## src/lsu_defines.svh

```systemverilog
`ifndef LSU_DEFINES_SVH
`define LSU_DEFINES_SVH

// Interleaved banks, power of two only
`define LSU_NUM_BANKS 4

// 32-bit words held by each bank
`define LSU_BANK_WORDS 64

// Byte address width, covers banks times words times four bytes
`define LSU_ADDR_W 10

// Instruction tag carried from issue to the result bus
`define LSU_TAG_W 8

// Physical destination register index
`define LSU_PHY_W 8

`endif
```

## src/lsu_result_collect.sv

```systemverilog
`include "lsu_defines.svh"

module lsu_result_collect (
    input  logic                                      clk,
    input  logic                                      reset,
    input  logic                                      flush,
    input  logic [$clog2(`LSU_BANK_WORDS)-1:0]        acc_word,
    input  logic [`LSU_NUM_BANKS-1:0]                 rsp_valid,
    input  logic [`LSU_NUM_BANKS-1:0][31:0]           rsp_data,
    input  logic [`LSU_NUM_BANKS-1:0][`LSU_TAG_W-1:0] rsp_tag,
    input  logic [`LSU_NUM_BANKS-1:0][`LSU_PHY_W-1:0] rsp_phy,
    input  logic [`LSU_NUM_BANKS-1:0]                 rsp_store,
    output logic                                      result_valid,
    output logic [`LSU_TAG_W-1:0]                     result_tag,
    output logic [`LSU_PHY_W-1:0]                     result_phy,
    output logic [31:0]                               result_data,
    output logic                                      result_store,
    output logic [`LSU_ADDR_W-1:0]                    result_addr
);

    localparam int BANK_W = $clog2(`LSU_NUM_BANKS);

    logic [BANK_W-1:0] sel;
    logic              any_rsp;

    // Responding bank is the same one the dispatcher selected
    always_comb begin
        sel = '0;
        for (int b = 0; b < `LSU_NUM_BANKS; b++) begin
            if (rsp_valid[b]) sel = BANK_W'(b);
        end
    end

    assign any_rsp = |rsp_valid;

    always_ff @(posedge clk) begin
        if (reset) begin
            result_valid <= 1'b0;
        end else begin
            result_valid <= any_rsp && !flush;  // Late flush cancels the report
        end
    end

    always_ff @(posedge clk) begin
        if (any_rsp) begin
            result_tag   <= rsp_tag[sel];
            result_phy   <= rsp_phy[sel];
            result_store <= rsp_store[sel];
            result_data  <= rsp_store[sel] ? 32'd0 : rsp_data[sel];
            result_addr  <= {acc_word, sel, 2'b00};  // Word aligned
        end
    end

    // Only one access is ever in flight across the banks
    a_one_rsp: assert property (@(posedge clk) disable iff (reset)
        $onehot0(rsp_valid));

endmodule

```

## config.mk

```make
export PLATFORM = sky130hd
export DESIGN_NAME = lsu_result_collect
export DESIGN_NICKNAME = d
export VERILOG_FILES = /design/src/lsu_result_collect.sv
export VERILOG_INCLUDE_DIRS = /design/src
export SDC_FILE = /design/constraint.sdc
export NUM_CORES = 1
export LEC_CHECK = 0
export ABC_AREA = 1
export BUFFER_PORTS_ARGS = -buffer_cell sky130_fd_sc_hd__buf_2
export CORE_ASPECT_RATIO = 1.2
export CORE_MARGIN = 2
export CORE_UTILIZATION = 35
export DETAILED_ROUTE_END_ITERATION = 8
export PLACE_DENSITY_LB_ADDON = 0.1
export SLEW_MARGIN = 30
export SYNTH_ARGS = -nofsm -noshare
export SYNTH_HDL_FRONTEND = slang
export SYNTH_SLANG_ARGS = --single-unit
```

## constraint.sdc

```tcl
create_clock -name clk -period 2.57 [get_ports clk]
set_input_delay 0.514 -clock clk [delete_from_list [all_inputs] [get_ports clk]]
set_output_delay 0.514 -clock clk [all_outputs]
set_load 0.05 [all_outputs]
```

==> impl_metrics.ini, run 1 <==
[layout]
fill_cells = 1216
diodes = 0
final_layout_size_suffix_gt1_frac = 0.3352
layout.cells.non_filler = 1061
nNetsFinal = 1108
areaGrowthSynthToFinish_pct = 40.60

[cts]
hold_buffers = 0
cts.path.max_buffers = 2
cts-root-buf = clkbuf_16
cts_buffers = 9
cts_tree = yes
clkSlewWorstSetupHoldPaths_ps = 50
numClockSinks = 58
cts_resized = 0
post-cts-setup-buffer-count = 0
cts_max_level = 3

[placed_design]
port_buffers = 266
gp_congestion = 0.8340
hpwl_um = 10830
place_ws_ps = 448.0
dp_cells = 1045

[pwr]
power.density_mw_per_mm2 = 586.5
power_leakage_nw = 3.475
vdd_drop_max_v = 0.0002901

[timing]
setup_viol = 0
max_freq_mhz = 565.2
final.period_utilization = 0.6885
rsz0062_at_grt = no
fin_ws_ps = 800.7
tns_ps = 0
slew_viol_final = 0
hold_viol = 0
period_needed_ps = 1769

[drt]
antenna_left = 0
first_pass_iters = 4
routed_wl_um = 13970
dr.first_iter.drc_count = 134
drc = 0
route.detailed.wl_per_inst_um = 13.16
num_vias = 4721
routed_via_density = 4.450

[run_status]
status = finished, final reports clean

[synth]
yosysWarnings = 0
synthCells = 646
syn-mean-instance-area_um2 = 6.430
yosysUniqueCellTypes = 19
ys_seq_area_frac = 0.4169
synth_area_mm2 = 0.004154
synth-seq-cells = 58

[worst_hold_path]
hold_class = in -> reg
hold_depth = 2
min_to = result_valid
hp-start = reset

[global_route]
grt_max_degree = 43
grt_usage = 0.2114
grt_pass1_wl_um = 20360
grt_antenna_before_repair = 0
grt_pass1_vias = 4425
grt_overflow = 0

[critical_path]
critPathArrivalTime_ps = 1830
critPathLaunchType = input pin
end_kind = flop
critPathKind = in -> reg
crit_required_ps = 2630
crit_fanout = 33

[floorplan]
initial_core_util = 0.3591
rows = 43
coreArea_mm2 = 0.01157
dieArea_mm2 = 0.01276
die_w_um = 103.5
ios = 269
fp.dieH_um = 123.3

[run]
maxCapViolations = 0
[placed cells by master, fill, tap and decap left out, types with 4 or more instances in the layout]
cell,n
o22ai_1,15
nand3_1,33
buf_4,12
nand2_1,175
inv_2,4
clkbuf_16,9
buf_2,266
inv_1,99
nor2_1,212
edfxtp_1,57
[per-stage QoR]
stage,instance area [um^2],power [mW],utilization,hold WS (ps)
floorplan,4158,1.964,-,590.8
global placement,5555,2.298,0.4803,684.2
detailed placement,5555,2.304,0.4803,687.4
CTS,5841,3.469,0.5049,337.3
global route,5841,3.592,0.5049,342.3
finish,5841,3.425,0.5049,345.9
[cells in the mapped netlist (all sizes together)]
cell type / number / area [um^2]
conb: 1 / 3.750
buf: 29 / 206.5
edfxtp: 57 / 1712
nand2: 180 / 698.2
clkbuf: 9 / 33.78
nor3: 3 / 15.01
nor2: 213 / 807.0
o21ai: 1 / 5.000
dfxtp: 1 / 20.02
nand3b: 1 / 7.510
o22ai: 15 / 93.84
nand3: 33 / 165.2
inv: 103 / 386.6
[cells by family after synthesis]
kind of cell,synth area share
and+or+nand+nor,0.4075
DFF,0.4169
other,0.0009027
AOI/OAI and AO/OA,0.02379
buffers and inverters,0.1509
[power by group]
group          switching, mW  internal (mW)  leakage, nW
clock                  0.412          0.737        0.140
combinational          0.754          0.319         2.71
sequential            0.0349           1.17        0.628
total                   1.20           2.22         3.47
[layer usage]
layer,vias to the layer above,part of all wire,GRT usage
met5,-,0,0
met4,0,0.023,0.09539
met3,22,0.077,0.03844
met2,209,0.53,0.3996
met1,2056,0.37,0.2219
li1,2434,-,-
[worst max-delay path, cell delays in order]
cell and delay [ps]:
buf_2 120, nor2_4 280, inv_2 260, nor2_1 150, nand2_1 100, nand2_4 290, nor2_1 100
[how the worst max path moves through the flow]
stage	startpoint	to	slack, ps	cells after the start
after global routing	rsp_valid[2]	result_data[22]	630	7
final	rsp_valid[2]	result_data[27]	800	7
after global placement	rsp_valid[2]	result_data[29]	450	7
after CTS	rsp_valid[2]	result_data[27]	780	7
after detailed placement	rsp_valid[2]	result_data[5]	450	7
after floorplan	rsp_valid[1]	result_addr[2]	160	5
[sequential cells by signal, summed over array words and instances, names as in the netlist]
register and cells:
result_addr 8, result_data 32, result_phy 8, result_store 1, result_tag 8, result_valid 1
[cell type report]
cell class | instances | area (um^2) | area share
Sequential cell | 58 | 1732 | 0.2965
Multi-Input combinational cell | 448 | 1799 | 0.3081
Tap cell | 157 | 196.4 | 0.03363
Clock inverter | 7 | 60.06 | 0.01028
Clock buffer | 9 | 225.2 | 0.03856
Inverter | 103 | 386.6 | 0.06620
Timing Repair Buffer | 279 | 1441 | 0.2468
No activity file was read; power rests on OpenSTA's default activity.
==> run 2: changes to the inputs <==
Clock period 2.57 ns to 1.6 ns, I/O delays scaled along.
==> impl_metrics.ini, run 2 (same netlist as run 1, synthesis figures left out) <==
[run_status]
status = finished, final reports clean

[drt]
routed_wl_um = 13560
dr.first_iter.drc_count = 115
drc = 0
routed_via_density = 4.448
num_vias = 4791
first_pass_iters = 4
antenna_left = 0
route.detailed.wl_per_inst_um = 12.59

[floorplan]
initial_core_util = 0.3591
coreArea_mm2 = 0.01157
die_w_um = 103.5
fp.dieH_um = 123.3
ios = 269
dieArea_mm2 = 0.01276
rows = 43

[critical_path]
critPathLaunchType = flop
crit_required_ps = 1280
cp_cell_sequence = buf_2
critPathTopFamily = flip-flops
critPathArrivalTime_ps = 950
crit_fanout = 1
cp_slowest_stage_delay_ps = 400
critPathBufInv = 1
critPathKind = reg -> out
end_kind = primary output
crit_slowest_cell = edfxtp_1

[global_route]
grt_antenna_before_repair = 1
grt_usage = 0.2067
grt_pass1_wl_um = 20290
grt_pass1_vias = 4407
grt_overflow = 0
grt_max_degree = 46

[worst_hold_path]
hold_depth = 2
hp-start = reset
min_to = result_valid
hold_class = in -> reg

[cts]
numClockSinks = 58
hold_buffers = 0
cts_buffers = 9
cts_max_level = 3
cts_tree = yes
cts-root-buf = clkbuf_16
post-cts-setup-buffer-count = 0
clkSlewWorstSetupHoldPaths_ps = 50
cts.path.max_buffers = 2
cts_resized = 0

[timing]
max_freq_mhz = 785.3
period_needed_ps = 1273
setup_viol = 0
rsz0062_at_grt = no
tns_ps = 0
hold_viol = 0
final.period_utilization = 0.7959
slew_viol_final = 0

[layout]
fin_area_mm2 = 0.006065
layout.cells.non_filler = 1077
final_cell_mix = 266 x buf_2, 211 x nor2_1, 175 x nand2_1
utilization = 0.5243
final_common_cell = buf_2
fill_cells = 1152
top_register = result_data
largest_reg_flops = 32
areaGrowthSynthToFinish_pct = 45.99
final_layout_size_suffix_gt1_frac = 0.3449
nNetsFinal = 1124

[pwr]
power_leakage_nw = 3.579
p_switching_mw = 1.888
power.density_mw_per_mm2 = 907.5
clkPwrFrac = 0.323
p_int_mw = 3.616
pwr-share-seq = 0.350
vdd_drop_max_v = 0.0004279
power_frac_comb = 0.328
switching_share = 0.3430
p_total_mw = 5.504

[placed_design]
dp_cells = 1061
hpwl_um = 10820
place_area_mm2 = 0.005788
gp_congestion = 0.8258
port_buffers = 266

[run]
maxCapViolations = 0
## run 2: cell types whose count changed in the layout (fill, tap and decap cells not counted), sizes merged
| cell | previous run | this run |
|---|---|---|
| buf | 279 | 295 |
| diode | 0 | 1 |
| inv | 103 | 102 |
## run 2: power groups by stage
| stage | registers [mW] | logic, mW | clock network, mW |
|---|---|---|---|
| floorplan | 2.59 | 0.573 | 0 |
| global placement | 1.95 | 1.81 | 0 |
| detailed placement | 1.95 | 1.82 | 0 |
| CTS | 1.93 | 1.82 | 1.82 |
| global route | 1.94 | 1.97 | 1.88 |
| finish | 1.92 | 1.80 | 1.78 |
## run 2: final cells by class
class / instances / area [um^2] / area share
Inverter: 103 / 390.4 / 0.06437
Clock buffer: 9 / 225.2 / 0.03714
Tap cell: 157 / 196.4 / 0.03239
Multi-Input combinational cell: 448 / 1821 / 0.3002
Clock inverter: 6 / 48.80 / 0.008046
Antenna cell: 1 / 2.502 / 0.0004126
Timing Repair Buffer: 295 / 1649 / 0.2719
Sequential cell: 58 / 1732 / 0.2855
## run 2: how the worst max path moves through the flow
stage	start	to	cells past startpoint	slack [ps]
6_report	result_data[10]	result_data[10]	1	330
5_1_grt	rsp_valid[3]	result_data[22]	9	210
4_1_cts	result_data[27]	result_data[27]	1	310
3_5_place_dp	rsp_valid[3]	result_data[15]	8	40
3_3_place_gp	rsp_valid[3]	result_data[23]	8	40
2_1_floorplan	rsp_valid[3]	result_addr[2]	5	-420
## run 2: metrics by stage
| stage | setup WS, ps | hold slack [ps] |
|---|---|---|
| global route | 213.2 | 163.7 |
| global placement | 38.07 | 481.8 |
| floorplan | -416.0 | 396.8 |
| detailed placement | 39.09 | 492.8 |
| CTS | 309.6 | 158.0 |
| finish | 326.6 | 164.5 |
## run 2: metal layers
layer | GRT usage | wire [um]
met3 | 0.05031 | 1238
met2 | 0.3710 | 6690
met5 | 0 | 0
met1 | 0.2312 | 5311
met4 | 0.08224 | 316
